$ cat src/common/sched_pkg.sv
/*
 * Issue scheduler package
 * Entry count, operand tags, dispatch and issue payloads, entry states
 */
`default_nettype none

package sched_pkg;

  // --------------------
  // Sizes
  // --------------------
  localparam int NUM_ENTRIES  = 4;
  localparam int NUM_OPERANDS = 2;

  // --------------------
  // Scalar types
  // --------------------
  typedef logic [4:0] rnid_t;        // Physical register tag
  typedef logic [3:0] br_mask_t;     // One bit per outstanding branch
  typedef logic [1:0] brtag_t;
  typedef logic [7:0] inst_tag_t;
  typedef logic [1:0] entry_idx_t;
  typedef logic [NUM_ENTRIES-1:0] entry_vec_t;

  // One renamed source operand
  typedef struct packed {
    logic  valid;
    rnid_t rnid;
    logic  ready;
    logic  predict_ready;            // Woken by a load that may still miss
  } src_t;

  // Written by dispatch on a put
  typedef struct packed {
    inst_tag_t                   inst_tag;
    br_mask_t                    br_mask;
    src_t [NUM_OPERANDS-1:0]     srcs;
  } disp_t;

  // Presented on the ALU issue port
  typedef struct packed {
    logic                        valid;
    inst_tag_t                   inst_tag;
    br_mask_t                    br_mask;
    src_t [NUM_OPERANDS-1:0]     srcs;
  } issue_t;

  // Entry life cycle
  typedef enum logic [1:0] {
    INIT,
    WAIT,
    ISSUED,
    SCHED_CLEAR
  } sched_state_t;

endpackage

`default_nettype wire

$ cat src/common/bus_pkg.sv
/*
 * Execution side buses
 * Early wake-up, write-back, load miss and branch update
 */
`default_nettype none

package bus_pkg;

  localparam int EARLY_WR_NUM = 2;
  localparam int PHY_WR_NUM   = 2;
  localparam int MISPRED_NUM  = 1;

  // Early wake-up, possibly from a load that can still miss
  typedef struct packed {
    logic             valid;
    sched_pkg::rnid_t rnid;
    logic             may_mispred;
  } early_wr_t;

  // Physical register write-back
  typedef struct packed {
    logic             valid;
    sched_pkg::rnid_t rnid;
  } phy_wr_t;

  // Load miss on a previously announced tag
  typedef struct packed {
    logic             valid;
    sched_pkg::rnid_t rnid;
  } mispred_t;

  typedef struct packed {
    logic              update;
    sched_pkg::brtag_t brtag;
    logic              mispredict;   // Kill dependents of brtag
  } br_upd_t;

endpackage

`default_nettype wire

$ cat src/issue/issue_entry.sv
/*
 * Issue entry
 * Holds one op, wakes its sources from the buses, replays after a
 * load miss and dies on a mispredicted branch
 */
`default_nettype none

module issue_entry (
  input  logic                i_clk,
  input  logic                i_reset_n,
  input  logic                i_put,
  input  sched_pkg::disp_t    i_put_data,
  input  bus_pkg::early_wr_t  i_early_wr [bus_pkg::EARLY_WR_NUM],
  input  bus_pkg::phy_wr_t    i_phy_wr   [bus_pkg::PHY_WR_NUM],
  input  bus_pkg::mispred_t   i_mispred  [bus_pkg::MISPRED_NUM],
  input  bus_pkg::br_upd_t    i_br_upd,
  input  logic                i_entry_picked,
  output logic                o_entry_valid,
  output logic                o_entry_ready,
  output sched_pkg::issue_t   o_entry
);
  import sched_pkg::*;
  import bus_pkg::*;

  sched_state_t            r_state;
  sched_state_t            w_state_next;
  issue_t                  r_entry;
  issue_t                  w_woken;
  issue_t                  w_init_entry;
  issue_t                  w_entry_next;

  rnid_t                   w_rs_rnid [NUM_OPERANDS];
  logic [NUM_OPERANDS-1:0] w_rs_valid;
  logic [NUM_OPERANDS-1:0] w_rs_rel_hit;
  logic [NUM_OPERANDS-1:0] w_rs_may_mispred;
  logic [NUM_OPERANDS-1:0] w_rs_phy_hit;
  logic [NUM_OPERANDS-1:0] w_rs_mispred;
  logic [NUM_OPERANDS-1:0] w_rs_pred;
  logic                    w_pred_mispred;
  logic                    w_valid;
  logic                    w_br_flush;
  logic                    w_put_flush;

  function automatic logic all_ready(issue_t e);
    logic ret;
    ret = 1'b1;
    for (int i = 0; i < NUM_OPERANDS; i++) begin
      ret = ret & (!e.srcs[i].valid | e.srcs[i].ready | e.srcs[i].predict_ready);
    end
    return ret;
  endfunction

  // --------------------
  // Tag match
  // --------------------
  always_comb begin
    for (int s = 0; s < NUM_OPERANDS; s++) begin
      // Put data is matched in its own cycle
      w_rs_rnid[s]        = i_put ? i_put_data.srcs[s].rnid  : r_entry.srcs[s].rnid;
      w_rs_valid[s]       = i_put ? i_put_data.srcs[s].valid : r_entry.srcs[s].valid;
      w_rs_rel_hit[s]     = 1'b0;
      w_rs_may_mispred[s] = 1'b0;
      w_rs_phy_hit[s]     = 1'b0;
      w_rs_mispred[s]     = 1'b0;
      w_rs_pred[s]        = r_entry.srcs[s].predict_ready;
      for (int p = 0; p < EARLY_WR_NUM; p++) begin
        if (i_early_wr[p].valid && (i_early_wr[p].rnid == w_rs_rnid[s])) begin
          w_rs_rel_hit[s]     = w_rs_valid[s];
          w_rs_may_mispred[s] = i_early_wr[p].may_mispred;
        end
      end
      for (int p = 0; p < PHY_WR_NUM; p++) begin
        if (i_phy_wr[p].valid && (i_phy_wr[p].rnid == w_rs_rnid[s])) begin
          w_rs_phy_hit[s] = w_rs_valid[s];
        end
      end
      for (int p = 0; p < MISPRED_NUM; p++) begin
        if (i_mispred[p].valid && (i_mispred[p].rnid == w_rs_rnid[s])) begin
          w_rs_mispred[s] = w_rs_valid[s];
        end
      end
    end
  end

  assign w_pred_mispred = |(w_rs_pred & w_rs_mispred);
  assign w_valid        = (r_state != INIT);

  assign w_br_flush  = w_valid & i_br_upd.update & i_br_upd.mispredict &
                       r_entry.br_mask[i_br_upd.brtag];
  assign w_put_flush = i_put & i_br_upd.update & i_br_upd.mispredict &
                       i_put_data.br_mask[i_br_upd.brtag];

  // Stored entry with this cycle's wake-ups applied
  always_comb begin
    w_woken       = r_entry;
    w_woken.valid = w_valid;
    for (int s = 0; s < NUM_OPERANDS; s++) begin
      w_woken.srcs[s].ready = r_entry.srcs[s].ready | w_rs_phy_hit[s] |
                              (w_rs_rel_hit[s] & ~w_rs_may_mispred[s]);
      w_woken.srcs[s].predict_ready = w_rs_rel_hit[s] & w_rs_may_mispred[s];
    end
    if (i_br_upd.update) begin
      w_woken.br_mask[i_br_upd.brtag] = 1'b0;
    end
  end

  // Fresh entry from dispatch, woken the same way
  always_comb begin
    w_init_entry.valid    = 1'b1;
    w_init_entry.inst_tag = i_put_data.inst_tag;
    w_init_entry.br_mask  = i_put_data.br_mask;
    for (int s = 0; s < NUM_OPERANDS; s++) begin
      w_init_entry.srcs[s].valid = i_put_data.srcs[s].valid;
      w_init_entry.srcs[s].rnid  = i_put_data.srcs[s].rnid;
      w_init_entry.srcs[s].ready = i_put_data.srcs[s].ready | w_rs_phy_hit[s] |
                                   (w_rs_rel_hit[s] & ~w_rs_may_mispred[s]);
      w_init_entry.srcs[s].predict_ready = w_rs_rel_hit[s] & w_rs_may_mispred[s];
    end
    if (i_br_upd.update) begin
      w_init_entry.br_mask[i_br_upd.brtag] = 1'b0;
    end
  end

  // --------------------
  // Entry FSM
  // --------------------
  always_comb begin
    w_state_next = r_state;
    w_entry_next = w_woken;
    case (r_state)
      INIT: begin
        if (i_put) begin
          w_entry_next = w_init_entry;
          w_state_next = w_put_flush ? SCHED_CLEAR : WAIT;   // Killed on arrival
        end
      end
      WAIT: begin
        if (w_br_flush) begin
          w_state_next = SCHED_CLEAR;
        end else if (o_entry_ready && i_entry_picked) begin
          w_state_next = ISSUED;
        end
      end
      ISSUED: begin
        if (w_br_flush) begin
          w_state_next = SCHED_CLEAR;
        end else if (w_pred_mispred) begin
          // Load missed, wait for the real write-back
          w_state_next = WAIT;
          for (int s = 0; s < NUM_OPERANDS; s++) begin
            w_entry_next.srcs[s].predict_ready = 1'b0;
          end
        end else begin
          w_state_next = SCHED_CLEAR;
        end
      end
      SCHED_CLEAR: begin
        w_state_next = INIT;
      end
      default: w_state_next = INIT;
    endcase
  end

  always_ff @(posedge i_clk or negedge i_reset_n) begin
    if (!i_reset_n) begin
      r_state <= INIT;
    end else begin
      r_state <= w_state_next;
    end
  end

  always_ff @(posedge i_clk) begin
    r_entry <= w_entry_next;
  end

  assign o_entry_valid = w_valid;
  assign o_entry_ready = (r_state == WAIT) & ~w_br_flush & all_ready(w_woken);
  assign o_entry       = w_woken;

endmodule

`default_nettype wire

$ cat src/issue/issue_picker.sv
/*
 * Issue picker
 * Fixed priority grant of the ALU port, lowest ready entry wins
 */
`default_nettype none

module issue_picker (
  input  sched_pkg::entry_vec_t i_entry_ready,
  input  sched_pkg::issue_t     i_entries [sched_pkg::NUM_ENTRIES],
  output sched_pkg::entry_vec_t o_picked,
  output logic                  o_issue_valid,
  output sched_pkg::issue_t     o_issue
);
  import sched_pkg::*;

  // Isolate lowest set bit
  assign o_picked      = i_entry_ready & (~i_entry_ready + entry_vec_t'(1));
  assign o_issue_valid = |i_entry_ready;

  // One-hot mux onto the issue port
  always_comb begin
    o_issue = '0;
    for (int i = 0; i < NUM_ENTRIES; i++) begin
      if (o_picked[i]) begin
        o_issue = i_entries[i];
      end
    end
    o_issue.valid = o_issue_valid;
  end

endmodule

`default_nettype wire

$ cat src/issue/issue_alloc.sv
/*
 * Entry allocator
 * Steers a dispatch put to the lowest free entry, flags full
 */
`default_nettype none

module issue_alloc (
  input  logic                  i_clk,
  input  logic                  i_reset_n,
  input  logic                  i_put,
  input  sched_pkg::entry_vec_t i_entry_valid,
  output sched_pkg::entry_vec_t o_entry_put,
  output logic                  o_full
);
  import sched_pkg::*;

  entry_vec_t r_claim;      // Entries written last cycle
  entry_vec_t w_free;
  entry_vec_t w_first_free;

  assign w_free       = ~(i_entry_valid | r_claim);
  assign w_first_free = w_free & (~w_free + entry_vec_t'(1));

  assign o_entry_put = i_put ? w_first_free : '0;
  assign o_full      = ~|w_free;

  // Hold the claim until the entry reports valid
  always_ff @(posedge i_clk or negedge i_reset_n) begin
    if (!i_reset_n) begin
      r_claim <= '0;
    end else begin
      r_claim <= o_entry_put;
    end
  end

endmodule

`default_nettype wire

$ cat src/design/issue_sched_top.sv
/*
 * Issue scheduler top
 * Allocator, four entries and the ALU port picker
 */
`default_nettype none

module issue_sched_top (
  input  logic                i_clk,
  input  logic                i_reset_n,
  // Dispatch
  input  logic                i_put,
  input  sched_pkg::disp_t    i_put_data,
  output logic                o_full,
  // Execution side buses
  input  bus_pkg::early_wr_t  i_early_wr [bus_pkg::EARLY_WR_NUM],
  input  bus_pkg::phy_wr_t    i_phy_wr   [bus_pkg::PHY_WR_NUM],
  input  bus_pkg::mispred_t   i_mispred  [bus_pkg::MISPRED_NUM],
  input  bus_pkg::br_upd_t    i_br_upd,
  // ALU issue port
  output logic                o_issue_valid,
  output sched_pkg::issue_t   o_issue
);
  import sched_pkg::*;

  entry_vec_t w_entry_put;
  entry_vec_t w_entry_valid;
  entry_vec_t w_entry_ready;
  entry_vec_t w_picked;
  issue_t     w_entries [NUM_ENTRIES];

  issue_alloc u_alloc (
    .i_clk         (i_clk),
    .i_reset_n     (i_reset_n),
    .i_put         (i_put),
    .i_entry_valid (w_entry_valid),
    .o_entry_put   (w_entry_put),
    .o_full        (o_full)
  );

  for (genvar e = 0; e < NUM_ENTRIES; e++) begin : g_entry
    issue_entry u_entry (
      .i_clk          (i_clk),
      .i_reset_n      (i_reset_n),
      .i_put          (w_entry_put[e]),
      .i_put_data     (i_put_data),
      .i_early_wr     (i_early_wr),
      .i_phy_wr       (i_phy_wr),
      .i_mispred      (i_mispred),
      .i_br_upd       (i_br_upd),
      .i_entry_picked (w_picked[e]),
      .o_entry_valid  (w_entry_valid[e]),
      .o_entry_ready  (w_entry_ready[e]),
      .o_entry        (w_entries[e])
    );
  end

  issue_picker u_picker (
    .i_entry_ready (w_entry_ready),
    .i_entries     (w_entries),
    .o_picked      (w_picked),
    .o_issue_valid (o_issue_valid),
    .o_issue       (o_issue)
  );

endmodule

`default_nettype wire

$ cat config.mk
export PLATFORM = sky130hd
export DESIGN_NAME = issue_sched_top
export DESIGN_NICKNAME = d
export VERILOG_FILES = /design/src/common/sched_pkg.sv /design/src/common/bus_pkg.sv /design/src/issue/issue_entry.sv /design/src/issue/issue_picker.sv /design/src/issue/issue_alloc.sv /design/src/design/issue_sched_top.sv
export SDC_FILE = /design/constraint.sdc
export NUM_CORES = 1
export LEC_CHECK = 0
export BUFFER_PORTS_ARGS = -buffer_cell sky130_fd_sc_hd__buf_4
export CAP_MARGIN = 0
export CORE_UTILIZATION = 40
export CTS_CLUSTER_DIAMETER = 80
export CTS_CLUSTER_SIZE = 20
export DETAILED_ROUTE_END_ITERATION = 16
export PLACE_DENSITY = 0.71
export SLEW_MARGIN = 20
export SYNTH_ARGS = -nofsm -noshare
export SYNTH_HDL_FRONTEND = slang
export SYNTH_HIERARCHICAL = 1
export SYNTH_SLANG_ARGS = --single-unit
$ cat constraint.sdc
create_clock -name i_clk -period 3.95 [get_ports i_clk]
set_clock_uncertainty 0.1 [all_clocks]
set_input_delay 0.1975 -clock i_clk [delete_from_list [all_inputs] [get_ports i_clk]]
set_output_delay 0.1975 -clock i_clk [all_outputs]
set_load 0.02 [all_outputs]
==> Yosys cells after proc, flatten, opt, wreduce, memory -nomap -nowiden <==
Cells that the tools add are included.
{ "word_totals": {"elab_cells": 471, "reg_bits": 124, "output_inout_bits": 31} }
{ "classes": {"n_lt_le_gt_ge": 2, "n_eq_ne": 60, "n_addsub": 2, "muxes": 158, "n_bitwise": 128, "n_reduce_logical": 76} }
{ "op_table": {"columns": ["operator", "n"], "rows": [
  ["$eq 5x5->1", 40],
  ["$mux 28", 4],
  ["$mux 1", 90],
  ["$mux 20", 4],
  ["$and 1x1->1", 52],
  ["$mux 2", 24],
  ["$or 1x1->1", 48],
  ["$logic_and 1x1->1", 45],
  ["$mux 11", 4],
  ["$mux 5", 8],
  ["$pmux 2 s4", 4],
  ["$and 4x4->4", 7],
  ["$mux 4", 6],
  ["$eq 2x2->1 const B", 8],
  ["$not 4->4", 4],
  ["$pmux 1 s2", 8],
  ["$reduce_and 2->1", 8],
  ["$ne 3x1->1 const B", 4],
  ["$not 1->1", 12],
  ["$bmux 1 s2", 5],
  ["$logic_not 1->1", 9],
  ["$add 4x1->4 const B", 2],
  ["$and 2x2->2", 4],
  ["$eq 2x1->1 const B", 4],
  ["9 further kinds", 22]
]} }

==> Depth between registers and ports, before layout <==
Gate-level depths: netlist (run 1).
{ "logic_depth": {"word_depth": 26, "mapped_depth": 18, "mapped_depth_nobuf": 14} }

==> Hierarchy <==
The synthesis (run 1) kept the hierarchy.
{ "modules_own_cells": {"columns": ["mod", "cells_per_inst", "area_per_inst_um2", "seq_area_each_um2", "instances"], "rows": [
  ["issue_entry (g_entry[0].u_entry ...)", 209, 2238.4, 810.8, 3],
  ["issue_entry (g_entry[3].u_entry)", 204, 2301.0, 810.8, 1],
  ["issue_picker", 134, 730.7, 0.0, 1],
  ["issue_alloc", 13, 166.4, 100.1, 1]
]} }

==> Worst setup path before layout (run 1) <==
Ideal clock, no wire load.
{ "synth_timing": {"path_type": "register -> output", "startpoint": "register g_entry[2].u_entry.r_state[0]", "endpoint": "output o_issue[18] (netlist bit)", "path_buffers": 3, "required_time_ns": 3.652, "arrival_ns": 4.024, "path_stages_with_launch": 17, "slack_ns": -0.371, "path_cell_list": "dfrtp_1 or2_2 nor4_2 buf_6 buf_6 mux2i_4 xnor2_1 nor4_2 nand3_1 a21boi_1 o32ai_1 and4bb_1 or3b_1 inv_2 buf_2 a221oi_1 o21ai_0"} }
{ "synth_lines": {"columns": ["element", "line", "rtl"], "rows": [
  ["start, declared", "issue_entry.sv:25", "sched_state_t r_state;"],
  ["start signal, assigned", "issue_entry.sv:168", "r_state <= w_state_next;"],
  ["end, declared", "issue_sched_top.sv:21", "output sched_pkg::issue_t o_issue"]
]} }

==> results of run 1 <==
-- critical path: stages, from the launching register on --
cell,delay (ps)
dfrtp_1,390
or2_4,260
buf_6,130
nor3_4,240
buf_12,190
mux2i_4,390
xnor2_1,170
nor4_1,400
nand4_1,220
nand4b_1,240
o32ai_2,110
and4bb_1,320
buf_6,130
nor2b_4,190
buf_12,130
buf_12,140
a221oi_1,90
o21ai_1,190
buf_4,170
-- cell usage in the layout (no fill, tap or decap), types with 10 or more instances in the layout --
cell / n
a21oi_1: 16
a221oi_2: 20
a31oi_1: 16
buf_12: 17
buf_4: 261
buf_6: 43
clkbuf_16: 19
dfrtp_1: 12
dfxtp_1: 32
dlygate4sd3_1: 23
edfxtp_1: 80
inv_1: 19
mux2_2: 10
mux2i_1: 25
mux2i_2: 15
mux2i_4: 25
nand2_1: 55
nand3_1: 20
nand4_1: 28
nor2_1: 57
nor2b_1: 17
nor4_1: 18
nor4_2: 18
o21ai_2: 25
xnor2_1: 140
xor2_1: 52
-- routing by layer --
layer | part of all wire | wire [µm] | vias to the layer above | GRT usage
met3 | 0.081 | 3018 | 135 | 0.04819
li1 | - | - | 3964 | -
met1 | 0.41 | 15350 | 4426 | 0.3790
met4 | 0.056 | 2077 | 0 | 0.1582
met2 | 0.45 | 16660 | 516 | 0.4416
met5 | 0 | 0 | - | 0
-- how the worst min path moves through the flow --
stage	start	endpoint	cells after the start
6_report	i_put_data[17]	g_entry[3].u_entry/r_entry[17]$_DFF_P_	3
5_1_grt	i_put_data[12]	g_entry[1].u_entry/o_entry[12]$_DFFE_PP_	1
4_1_cts	i_put_data[17]	g_entry[1].u_entry/r_entry[17]$_DFF_P_	3
3_5_place_dp	i_reset_n	g_entry[3].u_entry/r_state[0]$_DFFE_PN0P_	1
3_3_place_gp	i_reset_n	g_entry[3].u_entry/r_state[1]$_DFFE_PN0P_	1
2_1_floorplan	i_reset_n	g_entry[0].u_entry/r_state[0]$_DFFE_PN0P_	0
-- timing repair --
item                                   in CTS  in global routing
buffers inserted                           48                 35
pin swaps                                  24                 41
gates cloned                                3                  2
endpoints found under the hold margin      97                  0
setup endpoints to repair                  35                 38
gates resized for setup                    78                 67
hold buffers                               23                  0
-- power by group through the flow --
| stage | sequential (mW) | combinational (mW) | clock (mW) |
|---|---|---|---|
| 5_1_grt | 1.83 | 6.52 | 1.63 |
| 2_1_floorplan | 1.79 | 2.98 | 0 |
| 3_5_place_dp | 1.81 | 4.96 | 0 |
| 4_1_cts | 1.79 | 5.73 | 1.58 |
| 6_report | 1.81 | 6.22 | 1.57 |
| 3_3_place_gp | 1.80 | 4.90 | 0 |
-- state kept, by name, indices dropped and copies added (netlist names) --
register,count
g_entry.u_entry/o_entry,80
g_entry.u_entry/r_entry,32
g_entry.u_entry/r_state,8
u_alloc/r_claim,4
-- final cells by class --
type | instances | area share
clock buffer | 17 | 0.03080
clock inverter | 15 | 0.01087
inverter | 20 | 0.006341
multi-input combinational | 712 | 0.4546
sequential | 124 | 0.2420
tap | 324 | 0.02935
timing repair buffer | 349 | 0.2260
-- stage by stage --
stage                       util  area (µm²)  TNS, ps
after global placement    0.4797       11630   -13100
after detailed placement  0.4797       11630   -15770
after floorplan                -       10000        0
final                     0.5697       13810   -25400
after global routing      0.5697       13810   -29800
after CTS                 0.5485       13300   -21050
==> reports/results.txt, run 1 <==
status - finished, violations left
failing checks - negative setup slack
die area - 25,340 µm²
# IOs - 98
slew margin rel. - 0.3338
fin crit share - 1.230
clock root buffer - clkbuf_16
Max Slew Vio Count - 0
post-route antenna net violation count - 0
Synthesis Warnings - 6
initial core utilization - 0.4076
pwr dens - 694.7 nW/µm²
WL final - 37,110 µm
# setup viols final - 36
R2R depth - 19
H-tree level count - 4
Max Fanout on Critical Path - 9
sequential cell area - 3343 µm²
Clk Latency, worst-skew pair - 430 ps
Total Power - 9.596 mW
Setup CP Type - reg2out
r2r setup slk - -300 ps
Via-to-Cell Ratio - 5.792
core area - 24,250 µm²
TritonCTS clock tree - yes
R2R Path Start - g_entry[0].u_entry/r_state[1]$_DFFE_PN0P_
width of the die - 159.2 µm
Net Sw Power - 4.061 mW
die height - 159.2 µm
drt first pass iters - 7
CTS max path bufs - 2
Flop pwr share - 0.188
P_int - 5.535 mW
final hold vios - 0
RSZ-0062 raised after global routing - yes
FILL cells - 2,043
gpl congestion - 0.9565
worst path required time - 3650 ps
number of global-route vias before repair - 8,654
Clk network pwr share - 0.164
drt first-iter violations - 985
# rows - 57
worst endpoint data arrival time - 4560 ps
initial antenna violation count - 0
Cells after DPL - 1,427
wire per inst - 23.77 µm
Crit. End Element - primary output
area taken by multi-input logic gates - 6280 µm²
sw frac - 0.4232
grt ovf - 0
largest net degree at the start of global routing - 33
critical path launch point - g_entry[1].u_entry/r_state[0]$_DFFE_PN0P_
Port Buffers - 95
Max Cap Viol - 0
crit start category - flop
Total GRT Usage - 0.2852
WHS - 24.09 ps
Final WS setup - -907.6 ps
HPWL after DPL - 24,800 µm
Tmin final - 4858 ps
Max Fclk - 205.9 MHz
drt drc - 0
Worst-path clk slew - 70 ps
Post-Syn Nets - 1,041
fin cells - 1,561
DP Worst Slack - -645.6 ps
area grow syn2layout - 39.76%
first-pass GRT wire length - 53,990 µm
share of cells above drive strength 1 - 0.4341
Critical path destination - o_issue[5]
sinks on the clock net - 124
antenna cell count - 0
R2R Path End - g_entry[3].u_entry/r_state[0]$_DFFE_PN0P_
Peak VDD IR - 0.4258 mV
worst slew pin tran - 996.9 ps
TritonCTS Buffers - 17
final net count - 1,291
synthesized area - 9883 µm²
worst min-delay path category - in2reg
routed via count - 9,041
Syn Inst Count - 974
syn_area_per_cell - 10.15 µm²
combinational power share - 0.648
leakage power - 5.117 nW
No activity file was read; power rests on OpenSTA's default activity.
==> inputs of run 2 (changes only) <==
--- a/config.mk
+++ b/config.mk
@@ -12,6 +12,7 @@
 export CTS_CLUSTER_SIZE = 20
 export DETAILED_ROUTE_END_ITERATION = 16
 export PLACE_DENSITY = 0.71
+export RECOVER_POWER = 100
 export SLEW_MARGIN = 20
 export SYNTH_ARGS = -nofsm -noshare
 export SYNTH_HDL_FRONTEND = slang
==> run 2 against run 1 <==
The run still ends with negative setup slack left. Die area unchanged. Fmax decreased by 0.51%. Largest cell class unchanged. Largest power group unchanged. Highest routed layer unchanged. Utilization decreased by 0.25 points. Sequential cell count unchanged. Final cell count unchanged. Sequential power about the same. Worst setup slack got worse by 25 ps. Count of clock-buffer cells in the layout unchanged. Wire length decreased by 0.33%. Combinational power about the same.
==> reports/results.txt, run 2 (same netlist as run 1, synthesis figures left out) <==
pwr dens - 696.9 nW/µm² (was 694.7 nW/µm²)
worst endpoint data arrival time - 4590 ps (was 4560 ps)
CP top delay family - simple AND/OR/NAND/NOR gates (unchanged)
# rows - 57 (unchanged)
worst min-delay path category - in2reg (unchanged)
fin cells - 1,561 (unchanged)
DP Worst Slack - -645.6 ps (unchanged)
FILL cells - 2,048 (was 2,043)
routed via count - 8,955 (was 9,041)
share of cells above drive strength 1 - 0.4212 (was 0.4341)
Final WS setup - -932.6 ps (was -907.6 ps)
initial antenna violation count - 0 (unchanged)
final net count - 1,291 (unchanged)
largest net degree at the start of global routing - 33 (unchanged)
CTS max path bufs - 2 (unchanged)
WL final - 36,990 µm (was 37,110 µm)
WHS - 21.68 ps (was 24.09 ps)
sinks on the clock net - 124 (unchanged)
first-pass GRT wire length - 53,990 µm (unchanged)
TritonCTS clock tree - yes (unchanged)
# IOs - 98 (unchanged)
Max Fanout on Critical Path - 7 (was 9)
die area - 25,340 µm² (unchanged)
die height - 159.2 µm (unchanged)
number of global-route vias before repair - 8,654 (unchanged)
commonest non-fill, non-tap cells in the layout - 245 x buf_4, 140 x xnor2_1, 80 x edfxtp_1 (was 261 x buf_4, 140 x xnor2_1, 80 x edfxtp_1)
R2R Path Start - g_entry[0].u_entry/r_state[1]$_DFFE_PN0P_ (unchanged)
Core Util, Final - 0.5672 (was 0.5697)
post-route antenna net violation count - 0 (unchanged)
crit start category - flop (unchanged)
fin crit share - 1.236 (was 1.230)
layer carrying the most global-route usage - met2 (unchanged)
gpl congestion - 0.9565 (unchanged)
Via-to-Cell Ratio - 5.737 (was 5.792)
leakage power - 5.059 nW (was 5.117 nW)
drt drc - 0 (unchanged)
Port Buffers - 95 (unchanged)
drt first pass iters - 6 (was 7)
commonest non-fill, non-tap cell in the layout - buf_4 (unchanged)
Tmin final - 4883 ps (was 4858 ps)
hold endpoint - g_entry[3].u_entry/r_entry[17]$_DFF_P_ (unchanged)
width of the die - 159.2 µm (unchanged)
P_int - 5.527 mW (was 5.535 mW)
RSZ-0062 raised after global routing - yes (unchanged)
Crit. End Element - primary output (unchanged)
r2r setup slk - -320 ps (was -300 ps)
H-tree level count - 4 (unchanged)
Setup CP Type - reg2out (unchanged)
CP bufs+invs - 6 (unchanged)
TritonCTS Buffers - 17 (unchanged)
core area - 24,250 µm² (unchanged)
worst slew pin tran - 1014 ps (was 996.9 ps)
R2R Path End - g_entry[3].u_entry/r_state[0]$_DFFE_PN0P_ (unchanged)
wire per inst - 23.69 µm (was 23.77 µm)
antenna cell count - 0 (unchanged)
Final Instance Area - 13,750 µm² (was 13,810 µm²)
Cell Area, Placed - 11,630 µm² (unchanged)
Flop pwr share - 0.189 (was 0.188)
cell depth of the worst setup path - 19 (was 18)
Clk network pwr share - 0.164 (about the same)
sw frac - 0.4233 (was 0.4232)
HPWL after DPL - 24,800 µm (unchanged)
initial core utilization - 0.4076 (unchanged)
Max Cap Viol - 0 (unchanged)
worst path required time - 3650 ps (about the same)
Slowest cell on crit path - nor4_1 (unchanged)
R2R depth - 19 (unchanged)
worst hold stages - 3 (unchanged)
Net Sw Power - 4.057 mW (was 4.061 mW)
setup TNS - -25,790 ps (was -25,400 ps)
Worst-path clk slew - 60 ps (was 70 ps)
routing usage on met3 - 0.04819 (unchanged)
final hold vios - 0 (unchanged)
area grow syn2layout - 39.16% (was 39.76%)
Max Slew Vio Count - 0 (unchanged)
CP peak stage delay - 400 ps (about the same)
Hold Crit Start - i_put_data[17] (unchanged)
met1 Track Usage GR - 0.3790 (unchanged)
GR Util met2 - 0.4416 (unchanged)
Max Fclk - 204.8 MHz (was 205.9 MHz)
Peak VDD IR - 0.4254 mV (was 0.4258 mV)
status - finished, violations left (unchanged)
Clk Latency, worst-skew pair - 430 ps (about the same)
grt ovf - 0 (unchanged)
failing checks - negative setup slack (unchanged)
Total Power - 9.584 mW (was 9.596 mW)
combinational power share - 0.648 (about the same)
max reg flops - 80 (unchanged)
worst path cell trace - or2_4 -> buf_6 -> o21ai_4 -> buf_6 -> nor3_4 -> buf_12 -> mux2i_4 -> xnor2_1 -> nor4_1 -> nand4_1 -> nand4b_1 -> o32ai_2 -> and4bb_1 -> or3b_4 -> clkinv_8 -> buf_4 -> a221oi_4 -> o21ai_2 -> buf_4 (was or2_4 -> buf_6 -> nor3_4 -> buf_12 -> mux2i_4 -> xnor2_1 -> nor4_1 -> nand4_1 -> nand4b_1 -> o32ai_2 -> and4bb_1 -> buf_6 -> nor2b_4 -> buf_12 -> buf_12 -> a221oi_1 -> o21ai_1 -> buf_4)
Cells after DPL - 1,427 (unchanged)
# setup viols final - 36 (unchanged)
slew margin rel. - 0.3224 (was 0.3338)
drt first-iter violations - 1,039 (was 985)
Total GRT Usage - 0.2852 (unchanged)
clock root buffer - clkbuf_16 (unchanged)
## run 2: changes by cell type in the layout (fill, tap and decap cells not counted)
cell / previous run / this run
buf_4: 261 / 245
clkbuf_1: 0 / 16
## run 2: power groups by stage
stage	logic, mW	clock network (mW)	registers [mW]
global route	6.51	1.63	1.83
floorplan	2.98	0	1.79
CTS	5.73	1.58	1.79
global placement	4.90	0	1.80
finish	6.21	1.57	1.81
detailed placement	4.96	0	1.81
## run 2: worst max-delay path by stage
stage,start,slack (ps),to
floorplan,g_entry[1].u_entry/r_state[0]$_DFFE_PN0P_,6,o_issue[10]
global placement,g_entry[0].u_entry/r_state[0]$_DFFE_PN0P_,-590,o_issue[12]
detailed placement,g_entry[0].u_entry/r_state[0]$_DFFE_PN0P_,-650,o_issue[12]
CTS,g_entry[0].u_entry/r_state[0]$_DFFE_PN0P_,-750,o_issue[18]
global route,g_entry[0].u_entry/r_state[0]$_DFFE_PN0P_,-1050,o_issue[6]
finish,g_entry[0].u_entry/r_state[0]$_DFFE_PN0P_,-930,o_issue[12]
## run 2: what timing repair did
item	CTS	global route
setup endpoints to repair	35	38
pin swaps	24	41
hold buffers	23	0
setup buffers	48	35
resized for setup	78	67
gates cloned	3	2
hold endpoints to repair	97	0
## run 2: area by class of cell
| class | count | area [µm²] | share of cell area |
|---|---|---|---|
| Clock buffer | 17 | 425.4 | 0.03093 |
| Inverter | 20 | 87.58 | 0.006368 |
| Clock inverter | 15 | 150.1 | 0.01092 |
| Timing Repair Buffer | 349 | 3062 | 0.2226 |
| Sequential cell | 124 | 3343 | 0.2431 |
| Multi-Input combinational cell | 712 | 6280 | 0.4566 |
| Tap cell | 324 | 405.4 | 0.02948 |
## run 2: routing by layer
layer  routed length, µm  vias up  part of all wire
met5                   0        -                 0
met4                2207        0             0.060
met3                3194      147             0.086
met2               16410      509              0.44
met1               15170     4339              0.41
li1                    -     3960                 -
## run 2: worst reg2reg max path, delay by kind of cell (launching register included)
family                    cells  cell delay, ps
muxes                         1             340
xor gates and xnor gates      1              50
DFF                           1             350
buffers and inverters         7            1060
and+or+nand+nor               6            1600
AOI/OAI and AO/OA             4             640
